<file path="src/common/ntm_root_pkg.sv">
// Shared widths and payload structs for the vector integer-root unit
// Import into any module that touches root requests or results

package ntm_root_pkg;

  ////////////////////
  // Widths
  ////////////////////

  // Radicand, root, modulus and result
  localparam int data_w = 16;
  // Root degree
  localparam int deg_w = 4;
  // Vector length and element counter
  localparam int len_w = 8;

  ////////////////////
  // Payloads
  ////////////////////

  // One element job, sequencer to scalar engine
  typedef struct packed {
    logic [data_w-1:0] radicand;
    logic [deg_w-1:0]  degree;
    // Zero means no reduction
    logic [data_w-1:0] modulo;
  } root_req_t;

  // Reduced root, scalar engine to sequencer
  typedef struct packed {
    logic [data_w-1:0] value;
  } root_rsp_t;

endpackage

</file>
<file path="src/rtl/ntm_scalar_mod.sv">
// Restoring shift-subtract remainder stage
// One dividend bit per cycle with mod_done data_w+2 cycles after mod_start.
// A zero divisor returns the dividend on the next cycle

module ntm_scalar_mod
  import ntm_root_pkg::*;
(
  input  logic              CLK,
  input  logic              RST,
  input  logic              mod_start,
  input  logic [data_w-1:0] mod_dividend,
  input  logic [data_w-1:0] mod_divisor,
  output logic              mod_done,
  output logic [data_w-1:0] mod_value
);

  typedef logic [$clog2(data_w + 1)-1:0] step_t;

  logic              busy;
  step_t             steps;
  logic [data_w-1:0] rem;
  logic [data_w-1:0] dvd;
  logic [data_w-1:0] dsr;
  // Shifted partial remainder and trial difference
  logic [data_w:0]   trial;
  logic [data_w:0]   diff;

  assign trial = {rem, dvd[data_w-1]};
  assign diff  = trial - {1'b0, dsr};

  always_ff @(posedge CLK or posedge RST) begin
    if (RST) begin
      busy     <= 1'b0;
      steps    <= '0;
      mod_done <= 1'b0;
    end else begin
      mod_done <= 1'b0;
      if (mod_start) begin
        // Zero divisor bypasses the division
        if (mod_divisor == '0) begin
          mod_done <= 1'b1;
        end else begin
          busy  <= 1'b1;
          steps <= step_t'(data_w);
        end
      end else if (busy) begin
        if (steps != '0) begin
          steps <= steps - 1'b1;
        end else begin
          busy     <= 1'b0;
          mod_done <= 1'b1;
        end
      end
    end
  end

  // Datapath
  always_ff @(posedge CLK) begin
    if (mod_start) begin
      rem       <= '0;
      dvd       <= mod_dividend;
      dsr       <= mod_divisor;
      mod_value <= mod_dividend;
    end else if (busy && steps != '0) begin
      // Borrow set means restore
      rem <= diff[data_w] ? trial[data_w-1:0] : diff[data_w-1:0];
      dvd <= dvd << 1;
    end else if (busy) begin
      mod_value <= rem;
    end
  end

endmodule

</file>
<file path="src/ntm_scalar_root/ntm_scalar_power.sv">
// Iterative saturating power unit
// Raises pow_base to pow_exp with one multiply per cycle.
// Result saturates to all ones on overflow; pow_done after exp+2 cycles

module ntm_scalar_power
  import ntm_root_pkg::*;
(
  input  logic              CLK,
  input  logic              RST,
  input  logic              pow_start,
  input  logic [data_w-1:0] pow_base,
  input  logic [deg_w-1:0]  pow_exp,
  output logic              pow_done,
  output logic [data_w-1:0] pow_value
);

  logic                  busy;
  logic [deg_w-1:0]      remaining;
  // Sticky flag for any lost upper product bit
  logic                  ovf;
  logic [data_w-1:0]     base_q;
  logic [data_w-1:0]     acc;
  logic [2*data_w-1:0]   product;

  // Full width product so overflow is visible
  assign product = {{data_w{1'b0}}, acc} * {{data_w{1'b0}}, base_q};

  always_ff @(posedge CLK or posedge RST) begin
    if (RST) begin
      busy      <= 1'b0;
      remaining <= '0;
      ovf       <= 1'b0;
      pow_done  <= 1'b0;
    end else begin
      pow_done <= 1'b0;
      if (pow_start) begin
        busy      <= 1'b1;
        remaining <= pow_exp;
        ovf       <= 1'b0;
      end else if (busy) begin
        if (remaining != '0) begin
          remaining <= remaining - 1'b1;
          if (product[2*data_w-1:data_w] != '0) begin
            ovf <= 1'b1;
          end
        end else begin
          busy     <= 1'b0;
          pow_done <= 1'b1;
        end
      end
    end
  end

  // Datapath
  always_ff @(posedge CLK) begin
    if (pow_start) begin
      base_q <= pow_base;
      acc    <= {{(data_w - 1){1'b0}}, 1'b1};
    end else if (busy && remaining != '0) begin
      acc <= product[data_w-1:0];
    end
    // Saturate so the root compare still rejects the candidate
    if (!pow_start && busy && remaining == '0) begin
      pow_value <= ovf ? '1 : acc;
    end
  end

endmodule

</file>
<file path="src/ntm_scalar_root/ntm_scalar_root.sv">
// Scalar integer-root engine
// Finds floor(radicand ** (1/degree)) bit by bit from the MSB down,
// using the power unit as the trial comparator, then reduces the root
// through the remainder stage. One job in flight until eng_done

module ntm_scalar_root
  import ntm_root_pkg::*;
(
  input  logic      CLK,
  input  logic      RST,
  input  logic      eng_start,
  input  root_req_t eng_req,
  output logic      eng_done,
  output root_rsp_t eng_rsp
);

  typedef enum logic [1:0] {
    st_idle,
    st_pow,
    st_mod
  } state_t;

  state_t            state;
  // Partial root and one-hot bit under trial
  logic [data_w-1:0] root;
  logic [data_w-1:0] bit_mask;
  // Candidate power fits under the radicand
  logic              cand_fits;

  // Power unit link
  logic              pow_start;
  logic [data_w-1:0] pow_base;
  logic [deg_w-1:0]  pow_exp;
  logic              pow_done;
  logic [data_w-1:0] pow_value;

  // Remainder stage link
  logic              mod_start;
  logic [data_w-1:0] mod_dividend;
  logic [data_w-1:0] mod_divisor;
  logic              mod_done;
  logic [data_w-1:0] mod_value;

  // Candidate is the partial root with the trial bit set
  assign pow_base     = root | bit_mask;
  assign pow_exp      = eng_req.degree;
  assign mod_dividend = root;
  assign mod_divisor  = eng_req.modulo;

  // All ones above degree 1 is always a saturated power,
  // no integer power of degree 2 or more equals all ones at this width
  assign cand_fits = (pow_value <= eng_req.radicand) &&
                     !(pow_value == '1 && eng_req.degree != deg_w'(1));

  ////////////////////
  // Search control
  ////////////////////

  always_ff @(posedge CLK or posedge RST) begin
    if (RST) begin
      state     <= st_idle;
      root      <= '0;
      bit_mask  <= '0;
      pow_start <= 1'b0;
      mod_start <= 1'b0;
      eng_done  <= 1'b0;
    end else begin
      pow_start <= 1'b0;
      mod_start <= 1'b0;
      eng_done  <= 1'b0;
      case (state)
        st_idle: begin
          if (eng_start) begin
            root     <= '0;
            bit_mask <= {1'b1, {(data_w - 1){1'b0}}};
            // Degree 0 skips straight to reduction of a zero root
            if (eng_req.degree == '0) begin
              mod_start <= 1'b1;
              state     <= st_mod;
            end else begin
              pow_start <= 1'b1;
              state     <= st_pow;
            end
          end
        end
        st_pow: begin
          if (pow_done) begin
            // Keep the bit if candidate**degree fits under A
            if (cand_fits) begin
              root <= pow_base;
            end
            if (bit_mask[0]) begin
              mod_start <= 1'b1;
              state     <= st_mod;
            end else begin
              bit_mask  <= bit_mask >> 1;
              pow_start <= 1'b1;
            end
          end
        end
        st_mod: begin
          if (mod_done) begin
            eng_done <= 1'b1;
            state    <= st_idle;
          end
        end
        default: begin
          state <= st_idle;
        end
      endcase
    end
  end

  // Result register
  always_ff @(posedge CLK) begin
    if (state == st_mod && mod_done) begin
      eng_rsp.value <= mod_value;
    end
  end

  ntm_scalar_power power0 (
    .CLK       (CLK),
    .RST       (RST),
    .pow_start (pow_start),
    .pow_base  (pow_base),
    .pow_exp   (pow_exp),
    .pow_done  (pow_done),
    .pow_value (pow_value)
  );

  ntm_scalar_mod mod0 (
    .CLK          (CLK),
    .RST          (RST),
    .mod_start    (mod_start),
    .mod_dividend (mod_dividend),
    .mod_divisor  (mod_divisor),
    .mod_done     (mod_done),
    .mod_value    (mod_value)
  );

endmodule

</file>
<file path="src/ntm_vector_root/ntm_vector_root.sv">
// Vector sequencer for the integer-root unit
// Samples length and modulus on start, collects A and B per element,
// launches the scalar engine and returns one result strobe per element.
// Ready pulses together with the last result

module ntm_vector_root
  import ntm_root_pkg::*;
(
  input  logic              CLK,
  input  logic              RST,
  input  logic              start,
  input  logic [len_w-1:0]  size_in,
  input  logic [data_w-1:0] modulo_in,
  input  logic              data_a_in_enable,
  input  logic [data_w-1:0] data_a_in,
  input  logic              data_b_in_enable,
  input  logic [deg_w-1:0]  data_b_in,
  output logic              data_out_enable,
  output logic [data_w-1:0] data_out,
  output logic              ready,
  output logic              eng_start,
  output root_req_t         eng_req,
  input  logic              eng_done,
  input  root_rsp_t         eng_rsp
);

  ////////////////////
  // State
  ////////////////////

  typedef enum logic [1:0] {
    st_idle,
    st_input,
    st_wait
  } state_t;

  state_t            state;
  // Element index and index of the last element
  logic [len_w-1:0]  elem_cnt;
  logic [len_w-1:0]  last_idx;
  // Operand captured flags
  logic              a_held;
  logic              b_held;
  // Operand and modulus holding registers
  logic [data_w-1:0] a_q;
  logic [deg_w-1:0]  b_q;
  logic [data_w-1:0] mod_q;

  // Request stays stable while the engine works
  assign eng_req.radicand = a_q;
  assign eng_req.degree   = b_q;
  assign eng_req.modulo   = mod_q;

  ////////////////////
  // Controller
  ////////////////////

  always_ff @(posedge CLK or posedge RST) begin
    if (RST) begin
      state           <= st_idle;
      elem_cnt        <= '0;
      last_idx        <= '0;
      a_held          <= 1'b0;
      b_held          <= 1'b0;
      eng_start       <= 1'b0;
      data_out_enable <= 1'b0;
      data_out        <= '0;
      ready           <= 1'b0;
    end else begin
      // Pulses by default
      eng_start       <= 1'b0;
      data_out_enable <= 1'b0;
      ready           <= 1'b0;
      case (state)
        st_idle: begin
          // Operand enables ignored here
          if (start) begin
            elem_cnt <= '0;
            // Zero length runs one element
            last_idx <= (size_in == '0) ? '0 : size_in - 1'b1;
            a_held   <= 1'b0;
            b_held   <= 1'b0;
            state    <= st_input;
          end
        end
        st_input: begin
          if (data_a_in_enable) begin
            a_held <= 1'b1;
          end
          if (data_b_in_enable) begin
            b_held <= 1'b1;
          end
          // Launch one cycle after both are in
          if (a_held && b_held) begin
            eng_start <= 1'b1;
            state     <= st_wait;
          end
        end
        st_wait: begin
          if (eng_done) begin
            data_out        <= eng_rsp.value;
            data_out_enable <= 1'b1;
            a_held          <= 1'b0;
            b_held          <= 1'b0;
            if (elem_cnt == last_idx) begin
              ready <= 1'b1;
              state <= st_idle;
            end else begin
              elem_cnt <= elem_cnt + 1'b1;
              state    <= st_input;
            end
          end
        end
        default: begin
          state <= st_idle;
        end
      endcase
    end
  end

  ////////////////////
  // Operand capture
  ////////////////////

  always_ff @(posedge CLK) begin
    if (state == st_idle && start) begin
      mod_q <= modulo_in;
    end
    // Repeated enable overwrites until the engine is launched
    if (state == st_input && !(a_held && b_held)) begin
      if (data_a_in_enable) begin
        a_q <= data_a_in;
      end
      if (data_b_in_enable) begin
        b_q <= data_b_in;
      end
    end
  end

endmodule

</file>
<file path="src/rtl/ntm_root_top.sv">
// Top level of the vector integer-root unit
// Connects the element sequencer to the scalar root engine

module ntm_root_top
  import ntm_root_pkg::*;
(
  input  logic              CLK,
  input  logic              RST,
  input  logic              start,
  input  logic [len_w-1:0]  size_in,
  input  logic [data_w-1:0] modulo_in,
  input  logic              data_a_in_enable,
  input  logic [data_w-1:0] data_a_in,
  input  logic              data_b_in_enable,
  input  logic [deg_w-1:0]  data_b_in,
  output logic              data_out_enable,
  output logic [data_w-1:0] data_out,
  output logic              ready
);

  // Engine job link
  logic      eng_start;
  root_req_t eng_req;
  logic      eng_done;
  root_rsp_t eng_rsp;

  ntm_vector_root vector0 (
    .CLK              (CLK),
    .RST              (RST),
    .start            (start),
    .size_in          (size_in),
    .modulo_in        (modulo_in),
    .data_a_in_enable (data_a_in_enable),
    .data_a_in        (data_a_in),
    .data_b_in_enable (data_b_in_enable),
    .data_b_in        (data_b_in),
    .data_out_enable  (data_out_enable),
    .data_out         (data_out),
    .ready            (ready),
    .eng_start        (eng_start),
    .eng_req          (eng_req),
    .eng_done         (eng_done),
    .eng_rsp          (eng_rsp)
  );

  ntm_scalar_root scalar0 (
    .CLK       (CLK),
    .RST       (RST),
    .eng_start (eng_start),
    .eng_req   (eng_req),
    .eng_done  (eng_done),
    .eng_rsp   (eng_rsp)
  );

endmodule

</file>
<file path="config.mk">
export PLATFORM = sky130hd
export DESIGN_NAME = ntm_root_top
export DESIGN_NICKNAME = d
export VERILOG_FILES = /design/src/common/ntm_root_pkg.sv /design/src/rtl/ntm_scalar_mod.sv /design/src/ntm_scalar_root/ntm_scalar_power.sv /design/src/ntm_scalar_root/ntm_scalar_root.sv /design/src/ntm_vector_root/ntm_vector_root.sv /design/src/rtl/ntm_root_top.sv
export SDC_FILE = /design/constraint.sdc
export NUM_CORES = 1
export LEC_CHECK = 0
export BUFFER_PORTS_ARGS = -buffer_cell sky130_fd_sc_hd__buf_2
export CORE_MARGIN = 8
export CORE_UTILIZATION = 45
export CTS_CLUSTER_DIAMETER = 60
export DETAILED_ROUTE_END_ITERATION = 10
export PLACE_DENSITY = 0.7
export SLEW_MARGIN = 0
export SYNTH_ARGS = -nofsm -noshare
export SYNTH_HDL_FRONTEND = slang
export SYNTH_HIERARCHICAL = 1
export SYNTH_SLANG_ARGS = --single-unit
</file>
<file path="constraint.sdc">
create_clock -name CLK -period 7 [get_ports CLK]
set_input_delay 0.7 -clock CLK [delete_from_list [all_inputs] [get_ports CLK]]
set_output_delay 0.7 -clock CLK [all_outputs]
set_load 0.03 [all_outputs]
</file>
## Yosys cells after proc, flatten, opt, wreduce, memory -nomap -nowiden

Cells that the tools add are included.

- Register bits: 254
- RAM bits: 0
- ROM bits: 0
- Bits in latches: 0
- Bits of input ports: 49
- Logic and storage cells: 190
- Memories kept: 0
- Output and inout bits: 18

- Div/mod/pow operators: 0
- Bitwise logic cells: 1
- Shift operators: 0
- Mux-type cells: 80
- $mul: 1
- Equal/unequal tests: 21
- Add/subtract/negate cells: 5
- Reduce and logical (&&, ||, !) cells: 47
- Order comparisons: 1

Operator list:

| cell | count |
|---|---|
| two-way mux 16 bit | 12 |
| one-hot mux 16 bit (2 select lines) | 2 |
| two-way mux 1 bit | 40 |
| multiplier 16 x 16 -> 32 bit | 1 |
| two-way mux 8 bit | 4 |
| AND reduction 4 bit | 6 |
| two-way mux 5 bit | 4 |
| inequality test 2 bit, second input constant | 9 |
| subtractor 17 x 16 -> 17 bit | 1 |
| equality test 16 bit, second input constant | 1 |
| less-or-equal comparator 16 bit | 1 |
| zero test 16 bit | 1 |
| two-way mux 2 bit | 8 |
| bitwise OR 16 bit | 1 |
| one-hot mux 8 bit (2 select lines) | 1 |
| nonzero test 16 bit | 1 |
| nonzero test 2 bit | 8 |
| two-way mux 4 bit | 3 |
| one-hot mux 2 bit (3 select lines) | 2 |
| AND reduction 2 bit | 6 |
| AND reduction 3 bit | 4 |
| logical AND 1 bit | 10 |
| inequality test 2 x 1 -> 1 bit, second input constant | 5 |
| adder 8 x 1 -> 8 bit, second input constant | 1 |
| 16 further kinds | 24 |

## Longest topological paths before layout

Gate-level depths: netlist of run 1.

- Depth in word-level cells: 7
- Depth in mapped cells: 25
- Mapped depth without buffers: 23

## Modules after synthesis

The synthesis of run 1 kept the hierarchy.

Modules (own cells, without submodules):

| module | cells an instance | area each (um^2) | instances | seq. area each (um^2) |
|---|---|---|---|---|
| ntm_scalar_power | 1,120 | 10,408.7 | 1 | 1,456.4 |
| ntm_scalar_mod | 380 | 3,759.9 | 1 | 1,936.9 |
| ntm_vector_root | 205 | 2,917.8 | 1 | 2,057.0 |
| ntm_scalar_root | 230 | 2,558.7 | 1 | 1,406.3 |

## Worst setup path after synthesis of run 1

No wires, ideal clock.

- Path kind: reg-to-reg
- Start: reg scalar0.power0.acc[7]
- End: reg scalar0.power0.ovf
- Required time: 6,862 ps
- Setup slack: 760 ps
- Buffers on the path: 3
- Data arrival time: 6,102 ps
- Setup time: 138 ps
- Clock period less this slack: 6,240 ps
- Stages on the path, launching flop included: 26
- Cell sequence: dfxtp_1 -> clkbuf_1 -> clkbuf_1 -> nand2_1 -> fa_1 -> inv_1 -> fa_1 -> inv_1 -> fa_1 -> inv_1 -> fa_1 -> fa_1 -> inv_1 -> fa_1 -> inv_1 -> ha_1 -> buf_2 -> a21oi_1 -> o21ai_0 -> or4_1 -> a21o_2 -> a41oi_2 -> xor2_1 -> o2111ai_1 -> nor4_1 -> a311oi_1

- Word-level cells in the longest chain between the ends: 4

Ends and longest elaborated chain:

| what | RTL line | text |
|---|---|---|
| start: declaration | ntm_scalar_power.sv:22 | `logic [data_w-1:0] acc;` |
| start signal: assignment | ntm_scalar_power.sv:58 | `acc <= {{(data_w - 1){1'b0}}, 1'b1};` |
| start signal: assignment | ntm_scalar_power.sv:60 | `acc <= product[data_w-1:0];` |
| multiplier 16 x 16 -> 32 bit | ntm_scalar_power.sv:26 | `assign product = {{data_w{1'b0}}, acc} * {{data_w{1'b0}}, base_q};` |
| nonzero test 16 bit | ntm_scalar_power.sv:43 | `if (product[2*data_w-1:data_w] != '0) begin` |
| nonzero test 2 bit (no line) | - |  |
| AND reduction 3 bit (no line) | - |  |
| end signal: assignment | ntm_scalar_power.sv:32 | `ovf <= 1'b0;` |
| end signal: assignment | ntm_scalar_power.sv:39 | `ovf <= 1'b0;` |
| end signal: assignment | ntm_scalar_power.sv:44 | `ovf <= 1'b1;` |
| end: declaration | ntm_scalar_power.sv:20 | `logic ovf;` |

Every way passes these cells.
A chain may end at the register's enable or synchronous reset.

## Worst setup path after layout of run 1

- Start: reg scalar0.power0.base_q[1]
- End: reg scalar0.power0.ovf

- Word-level cells in the longest chain between the ends: 4

Ends and longest elaborated chain:

| what | RTL line | text |
|---|---|---|
| start: declaration | ntm_scalar_power.sv:21 | `logic [data_w-1:0] base_q;` |
| start signal: assignment | ntm_scalar_power.sv:57 | `base_q <= pow_base;` |
| multiplier 16 x 16 -> 32 bit | ntm_scalar_power.sv:26 |  |
| nonzero test 16 bit | ntm_scalar_power.sv:43 |  |
| nonzero test 2 bit (no line) | - |  |
| AND reduction 3 bit (no line) | - |  |

Every way passes these cells.

==> results of run 1 <==
## logic make-up (layout without fill, tap and decap cells)
kind of cell    after synthesis  count (layout)  synth area share (%)
flops                       254             254                  34.9
compound gates              291             291                  9.74
fa+ha+maj                   337             337                  28.9
simple gates                608             608                  15.2
mux                          29              29                  1.61
buf+inv                     363             437                  7.23
xor+xnor                     53              53                  2.46
## synthesized netlist by cell type (6+ instances only)
cell / instances
sky130_fd_sc_hd__o31ai_1: 8
sky130_fd_sc_hd__xnor2_1: 39
sky130_fd_sc_hd__dfxtp_1: 32
sky130_fd_sc_hd__fa_1: 195
sky130_fd_sc_hd__nor4_1: 7
sky130_fd_sc_hd__a22o_1: 11
sky130_fd_sc_hd__edfxtp_1: 132
sky130_fd_sc_hd__nand3_1: 23
sky130_fd_sc_hd__o211ai_1: 6
sky130_fd_sc_hd__a211oi_1: 6
sky130_fd_sc_hd__o21ai_0: 98
sky130_fd_sc_hd__dfrtp_1: 90
sky130_fd_sc_hd__mux2_2: 20
sky130_fd_sc_hd__or3_1: 7
sky130_fd_sc_hd__or2_2: 36
sky130_fd_sc_hd__nor2_1: 62
sky130_fd_sc_hd__a21oi_1: 70
sky130_fd_sc_hd__buf_2: 8
sky130_fd_sc_hd__nand4_1: 13
sky130_fd_sc_hd__nand2_1: 280
sky130_fd_sc_hd__mux2i_1: 9
sky130_fd_sc_hd__ha_1: 142
sky130_fd_sc_hd__nor3_1: 19
sky130_fd_sc_hd__inv_1: 286
sky130_fd_sc_hd__nor2b_1: 6
sky130_fd_sc_hd__nand2b_1: 15
sky130_fd_sc_hd__and2_1: 113
sky130_fd_sc_hd__a2111oi_0: 6
sky130_fd_sc_hd__a21o_1: 13
sky130_fd_sc_hd__xor2_1: 13
sky130_fd_sc_hd__a31oi_1: 11
sky130_fd_sc_hd__clkbuf_1: 61
## repair_timing
item	4_1_cts	5_1_grt
setup buffers	0	8
setup endpoints to repair	0	1
gates resized for setup	0	8
## registers in the layout, indices dropped and copies added (netlist names), 4 cells and up
register / count
scalar0/mod0/dsr: 16
scalar0/mod0/dvd: 16
scalar0/power0/acc: 16
scalar0/power0/remaining: 4
scalar0/mod0/rem: 16
vector0/data_out: 16
vector0/a_q: 16
scalar0/mod0/mod_value: 16
scalar0/bit_mask: 16
vector0/last_idx: 8
scalar0/eng_rsp: 16
vector0/mod_q: 16
scalar0/power0/pow_value: 16
scalar0/mod_dividend: 16
scalar0/power0/base_q: 16
vector0/b_q: 4
scalar0/mod0/steps: 5
vector0/elem_cnt: 8
## final cells by class
| cell class | count | area (um^2) |
|---|---|---|
| multi-input cells | 1318 | 11400 |
| well taps | 585 | 732 |
| inverters | 287 | 1080 |
| fillers | 3861 | 21500 |
| flip-flops and latches | 254 | 6860 |
| clock inverters | 19 | 186 |
| clock buffers | 35 | 758 |
| repair buffers | 96 | 568 |
## layer usage
layer	global-route usage [%]	vias to the layer above
li1	-	6467
met1	22.9	6765
met2	30.9	371
met3	2.55	107
met4	6.22	0
met5	0	-
## metrics by stage
step | hold slack, ps | instances | setup WS, ps | power (uW) | cell area (um^2)
final | 88.9 | 2594 | 232 | 3090 | 21600
after global placement | 407 | 2532 | 316 | 1640 | 20500
after global routing | 88.3 | 2594 | 2.59 | 3180 | 21600
after floorplan | 400 | 1935 | 760 | 1610 | 19600
after detailed placement | 405 | 2532 | 177 | 1640 | 20500
after CTS | 77.1 | 2586 | 156 | 3130 | 21500
## critical path, delay by kind of cell, from the launching register on
kind,cells,cell delay (ps)
AOI/OAI and AO/OA,6,1230
xor gates and xnor gates,1,170
adders and majority gates,7,3450
buffers and inverters,3,160
DFF,1,770
and+or+nand+nor,3,850
## where the power goes
part	switching (uW)	internal (uW)
clock	624	859
combinational	23.4	16.2
sequential	2.36	1560
## path summary, 6_finish.rpt
kind | startpoint | end | slack, ps | depth (start not counted)
min in group CLK | modulo_in[10] | vector0/mod_q[10] | 320 | 1
worst max register to register | scalar0/power0/base_q[1] | scalar0/power0/ovf | 230 | 20
worst min-delay path | RST | scalar0/eng_done | 90 | 2
worst max-delay path | scalar0/power0/base_q[1] | scalar0/power0/ovf | 230 | 20
worst min register to register | scalar0/mod0/mod_value[4] | scalar0/eng_rsp[4] | 420 | 0
max in group asynchronous | RST | vector0/elem_cnt[0] | 6100 | 3
==> results list, run 1 <==
- Run status: completed
- The worst pin sits at a relative slew slack of 22.1%.
- During placement, the flow inserted port buffers numbering 66.
* Vias in the first global route: ~15000
- DR top layer: met4
* Total setup violations reported at the end of the flow: 0
- Post-route clock period utilization: between 90% and 100%
- Total die area: between 0.05 and 0.06 mm^2
- Traced cell by cell, the critical path runs through nand2_1 > fa_1 > fa_1 > inv_1 > fa_1 > fa_1 > fa_1 > inv_1 > fa_1 > inv_1 > ha_1 > a21oi_1 > o21ai_0 > or4_1 > a21o_2 > a41oi_2 > xor2_1 > o2111ai_1 > nor4_1 > a311oi_1.
- Boundary Pins: 67
- For this design the static power due to leakage is just under 0.01 uW.
* Metal1 wirelength: 18.9 mm
- Detailed-routing iteration count for the pre-antenna-repair pass: 5
* Most used DFF post-synth: sky130_fd_sc_hd__edfxtp_1
- Final antenna diode count: 0
- The die is approximately 220 um wide.
- Avg Synthesized Cell Area: about 10 um^2
* Area growth from synthesis to layout: 9.87%
- Sequential share of the synthesized area: between 30% and 40%
- Net count after synthesis: about 2300
* Actual slew at the worst max-slew pin: between 1000 and 1500 ps
- The final hold violation count came to 0.
- Worst endpoint data arrival time: a little over 7000 ps
- The library cell used most frequently in the layout, excluding fill and tap cells, is sky130_fd_sc_hd__inv_1.
- Post-synthesis instance area: 0.0196 mm^2
- The net count of the finished layout is around 2400.
- Once layout is complete, the utilization of the core stands at around half.
- Timing would allow up to 148 MHz.
* Fraction of final layout cells with drive strength greater than 1: 12.1%
- Counting along the longest clock path gives a buffer depth of 3.
- Of all nets on the critical path, the largest fanout is 16.
* Critical path endpoint category: register
- In this run the biggest area consumer among cell types represents 20.2% of the synthesized area.
* WP data required: 7400 ps
- Dividing the detail-routed wire length by the instance count gives about 17 um.
* Routed wire length on met3: about 2.2 mm
- The clock period could shrink to 6770 ps.
* Power per unit of standard cell area: roughly 140 mW/mm^2
- Final setup skew: ~12 ps
- Weighted congestion at the end of routability-driven global placement: around 0.92
- Synthesis handed over a netlist of between 1500 and 2000 instances.
- Die span in y: around 220 um
* Clock Root Buffer: sky130_fd_sc_hd__clkbuf_16
- In this run the number of H-tree levels came out at 1.
* Per-cell via count in the routed design: roughly 5.3
- Clock tree synthesis found a total of around 250 sinks.
* Total length of routed wires: roughly 44 mm
- Entering global routing, the biggest net connects between 40 and 50 pins.
- The Yosys step of the flow raised 6 warnings.
- Clock slew at the register clock pins of the worst setup and hold paths: roughly 60 ps
- Path type of the worst setup path: reg -> reg
- FP Rows: between 70 and 80
* Antenna-violating nets left: 0
- Sum Neg Setup Slack: 0 ps
- Setup repair after global routing left no endpoint under its margin.
* Starting density of the core: 45.6%
* Hold-fix buffer count after cts: 0
- DRC marker count from the first detailed-route iteration: about 1000
- In the detailed route, the total length drawn on met2 is roughly 22 mm.
* DR vias: about 14000
- Critical path's largest stage delay: between 700 and 800 ps
- Number of antenna violations at the first check in global routing: 0
* Highest-count cells in the layout ignoring fill and taps: 286 x sky130_fd_sc_hd__inv_1, 280 x sky130_fd_sc_hd__nand2_1, 195 x sky130_fd_sc_hd__fa_1
- By area the synthesized netlist is led by sky130_fd_sc_hd__edfxtp_1 20%, sky130_fd_sc_hd__fa_1 20%, sky130_fd_sc_hd__dfrtp_1 11%, sky130_fd_sc_hd__ha_1 9.0%, sky130_fd_sc_hd__inv_1 5.5%.
* Core box area: ~0.043 mm^2
* TritonCTS clock tree: yes
* Clock latency on the worst-skew pair: around 550 ps
- Across the run, the number of max-cap violations was 0.
- The max-slew violation count came to 0.
- Number of synthesized flops with an enable pin: about 130
* Register bit count reported by yosys: roughly 250
- Of all flip-flops after synthesis, the portion carrying an async set or reset was between 30% and 40%.
- The HPWL after detailed placement is 34.6 mm.
* Most common cell type on the critical path: sky130_fd_sc_hd__fa_1
* Worst hold path class: in -> async
- VDD sags by at most ~0.18 mV.
- Across every metal layer, demand over resource in global routing totals ~18%.
- Total DRC errors in the routed layout: 0
- Worst Setup Start Kind: register
- Number of distinct library cell variants in the gate-level netlist after synthesis: between 80 and 90
- Global-route wire length before repair: between 70 and 80 mm
* Cell taking the most area after synthesis: sky130_fd_sc_hd__edfxtp_1
- Clock tree synthesis inserted a total of 29 buffers.
- Among all stages on the critical path, the largest delay is contributed by sky130_fd_sc_hd__edfxtp_1.
- Global routing finished with a remaining overflow of 0.
No activity file was read; power rests on OpenSTA's default activity.
==> run 2, diff against run 1 <==
--- a/config.mk
+++ b/config.mk
@@ -10,9 +10,9 @@
 export CORE_UTILIZATION = 45
 export CTS_CLUSTER_DIAMETER = 60
 export DETAILED_ROUTE_END_ITERATION = 10
-export PLACE_DENSITY = 0.7
+export PLACE_DENSITY = 0.6
+export SKIP_LAST_GASP = 1
 export SLEW_MARGIN = 0
 export SYNTH_ARGS = -nofsm -noshare
 export SYNTH_HDL_FRONTEND = slang
-export SYNTH_HIERARCHICAL = 1
 export SYNTH_SLANG_ARGS = --single-unit
==> run 2 against run 1 <==
Worst setup slack better by 75 ps; sequential share of layout area is 0.65 points lower; global-route usage is 0.54 points higher; worst hold slack better by 86 ps; critical endpoint is now scalar0.power0.ovf; largest cell class unchanged; highest routed layer unchanged.
==> results list, run 2 <==
* GRT Util Overall: 18.5%
- Path type of the worst setup path: reg -> reg
- Final design instance area without fill: about 0.022 mm^2
* Worst hold path class: in -> async
- The number of clock buffers added by TritonCTS is 29.
* Worst-path cell with the longest stage delay: sky130_fd_sc_hd__edfxtp_1
- Final setup skew: ~12 ps
- 0 antenna diodes ended up in the layout.
- The largest single stage delay on the critical path is about 580 ps.
- The synthesized design spends more area on one cell type than any other, namely sky130_fd_sc_hd__edfxtp_1.
* R2R setup slack: roughly 310 ps
- Timing would allow up to between 100 and 150 MHz.
* Max-slew headroom at the worst pin: between 10% and 20%
- Launch point of the worst reg-to-reg path: scalar0.power0.base_q[1]
* Total DRC errors in the routed layout: 0
* FP Rows: 76
- In this run the critical register-to-register path is captured at scalar0.power0.ovf.
- Post-DR wirelength/cell: between 15 and 20 um
- Fin. max-slew vios: 0
- Avg Synthesized Cell Area: approximately 10 um^2
- Final hold violation count: 0
* Clock slew at the register clock pins of the worst setup and hold paths: about 60 ps
- TritonCTS built the clock tree.
- The first global-routing pass estimated 75.8 mm of wire.
* Maximum number of pins on one net before global-route repair: 50
* CP max FO: 9
- For this configuration, the core starts out at a cell density of approximately 45%.
- Critical path, cell by cell: buf_4 > nand2_1 > fa_1 > fa_1 > fa_1 > fa_1 > inv_1 > fa_1 > fa_1 > ha_1 > a21oi_1 > o21ai_1 > o41a_1 > or3_1 > o21ai_2 > nor4_1 > or4_1 > nor4_1 > a41oi_1
- Proportion of register bits with asynchronous set or reset after synthesis: about 35%
- Per-cell via count in the routed design: roughly 5.3
* Placed wire-length estimate after detailed placement: about 35 mm
- WP data required: roughly 7400 ps
- The worst setup path is captured at a register.
- Most common library cells after synthesis: 273 x sky130_fd_sc_hd__inv_1, 252 x sky130_fd_sc_hd__nand2_1, 195 x sky130_fd_sc_hd__fa_1, 141 x sky130_fd_sc_hd__ha_1, 132 x sky130_fd_sc_hd__edfxtp_1
- During placement, the flow inserted port buffers numbering between 60 and 70.
- Post-synthesis instance area: slightly below 0.02 mm^2
* Post-Syn Instances: 1912
- Highest-count cells in the layout ignoring fill and taps: 272 x sky130_fd_sc_hd__inv_1, 252 x sky130_fd_sc_hd__nand2_1, 195 x sky130_fd_sc_hd__fa_1
- Combined buffer and inverter count along the critical path: 2
- The die covers just over 0.05 mm^2.
* Register bit count reported by yosys: 254
- In the post-synthesis netlist, the biggest area contributors are sky130_fd_sc_hd__edfxtp_1 20%, sky130_fd_sc_hd__fa_1 20%, sky130_fd_sc_hd__dfrtp_1 12%, sky130_fd_sc_hd__ha_1 9.0%, sky130_fd_sc_hd__inv_1 5.2%.
- NumNets Final: 2405
- The initial antenna violation count came to 0.
- The total overflow left after global routing is 0.
- Detailed-routing iteration count for the pre-antenna-repair pass: 5
* Max Buffers Root-to-Sink: 3
- At the end of routability-driven placement, the weighted congestion stood at 0.887.
- Share of the synthesized area in the top cell type: approximately 20%
- Across all layers, the routed design uses 13800 vias.
* Total setup violations reported at the end of the flow: 0
- The clock drives 254 sinks.
- The cell that appears most often on the critical path is sky130_fd_sc_hd__fa_1.
* Cell family with the largest share of critical-path delay: adder cells
* Number of distinct library cell variants in the gate-level netlist after synthesis: 70
* Min Tclk post-route: ~6700 ps
- CTS placed an instance of sky130_fd_sc_hd__clkbuf_16 at the clock tree root.
- The first routing iteration left between 800 and 900 violations.
- The tool flagged a number of max-cap violations equal to 0.
* Area growth from synthesis to layout: 12.9%
- Number of synthesized flops with an enable pin: 132
* Vias in the first global route: about 14000
- Fraction of final layout cells with drive strength greater than 1: between 10% and 20%
* Most frequently used cell type in the post-synthesis netlist: sky130_fd_sc_hd__inv_1
- CTS built an H-tree with a depth of 1.
- Synthesis produced a netlist with a net count of 2297.
* Total length of routed wires: ~46 mm
* Dpl cell area: between 0.02 and 0.025 mm^2
- Worst Setup Start Kind: register
* Sequential share of the synthesized area: a little over a third
- Actual slew at the worst max-slew pin: about 1200 ps
- The most used flip-flop cell after synthesis is sky130_fd_sc_hd__edfxtp_1.
- From bottom edge to top edge, the die measures around 220 um.
- The run finished with clean final reports.
- Clock latency on the worst-skew pair, taken at its later pin, is between 500 and 600 ps.
- From left edge to right edge, the die measures 224 um.
- Synth Warn #: 0
- Unrepaired setup endpoints after global routing: false
* Most common library cell in the layout ignoring fill and taps: sky130_fd_sc_hd__inv_1
* Antenna-violating nets left: 0
- R2R depth: 19
- Core box area: 0.0430 mm^2
* Boundary Pins: 67
* Worst endpoint data arrival time: around 7000 ps
- For this run, the share of the core covered by cells in the final layout is between 50 and 60%.
- Dividing the final minimum period by the clock period gives 95.6%.
-- run 2: kinds of logic after synthesis --
family / after synthesis / share of synthesized area [%]
mux: 36 / 1.97
compound gates: 280 / 9.50
xor+xnor: 53 / 2.38
flops: 254 / 35.1
simple gates: 604 / 15.2
buf+inv: 349 / 6.77
fa+ha+maj: 336 / 29.0
-- run 2: repair_timing --
action,CTS,global route
endpoints found under the setup margin,1,1
endpoints found under the hold margin,0,0
buffers inserted,6,21
resized for setup,2,14
gates cloned,0,0
hold buffers,0,0
-- run 2: metrics by stage --
step                setup TNS, ps  hold slack [ps]  setup slack [ps]  instances
CTS                             0              174               121       2607
floorplan                       0              400               442       1912
detailed placement           -111              407              -111       2547
global route                    0              209              23.5       2628
global placement                0              408              52.2       2547
finish                          0              175               307       2628
-- run 2: layout make-up --
cell class / instances / area [um^2]
timing repair buffer: 152 / 1040
clock buffer: 38 / 852
fill: 3983 / 20900
sequential: 254 / 6870
clock inverter: 16 / 141
inverter: 274 / 1030
multi-input combinational: 1309 / 11400
tap: 585 / 732
-- run 2: worst reg2reg max path, cell delays in order (launching register included) --
cell and delay (ps):
sky130_fd_sc_hd__edfxtp_1 580, sky130_fd_sc_hd__buf_4 250, sky130_fd_sc_hd__nand2_1 90, sky130_fd_sc_hd__fa_1 540
sky130_fd_sc_hd__fa_1 470, sky130_fd_sc_hd__fa_1 450, sky130_fd_sc_hd__fa_1 490, sky130_fd_sc_hd__inv_1 50
sky130_fd_sc_hd__fa_1 580, sky130_fd_sc_hd__fa_1 450, sky130_fd_sc_hd__ha_1 360, sky130_fd_sc_hd__a21oi_1 160
sky130_fd_sc_hd__o21ai_1 130, sky130_fd_sc_hd__o41a_1 380, sky130_fd_sc_hd__or3_1 340, sky130_fd_sc_hd__o21ai_2 220
sky130_fd_sc_hd__nor4_1 70, sky130_fd_sc_hd__or4_1 510, sky130_fd_sc_hd__nor4_1 270, sky130_fd_sc_hd__a41oi_1 150
-- run 2: per-layer routing --
layer | up-vias | global-route usage [%] | wire (um)
met2 | 319 | 31.0 | 22200
li1 | 6555 | - | -
met5 | - | 0 | 0
met3 | 74 | 2.57 | 2000
met4 | 0 | 5.21 | 1190
met1 | 6898 | 24.9 | 20400
-- run 2: worst max path at each step --
stage | cells after the start | to | startpoint
3_3_place_gp | 19 | scalar0.power0.ovf | scalar0.power0.acc[12]
5_1_grt | 19 | scalar0.power0.ovf | scalar0.power0.base_q[1]
4_1_cts | 18 | scalar0.power0.ovf | scalar0.power0.base_q[9]
3_5_place_dp | 19 | scalar0.power0.ovf | scalar0.power0.acc[12]
6_report | 19 | scalar0.power0.ovf | scalar0.power0.base_q[1]
2_1_floorplan | 21 | scalar0.power0.ovf | scalar0.power0.acc[5]
Power of run 2 is left out: the tool's default activity adds up to more than one toggle a clock period on the data nets, which glitch-free logic cannot reach.
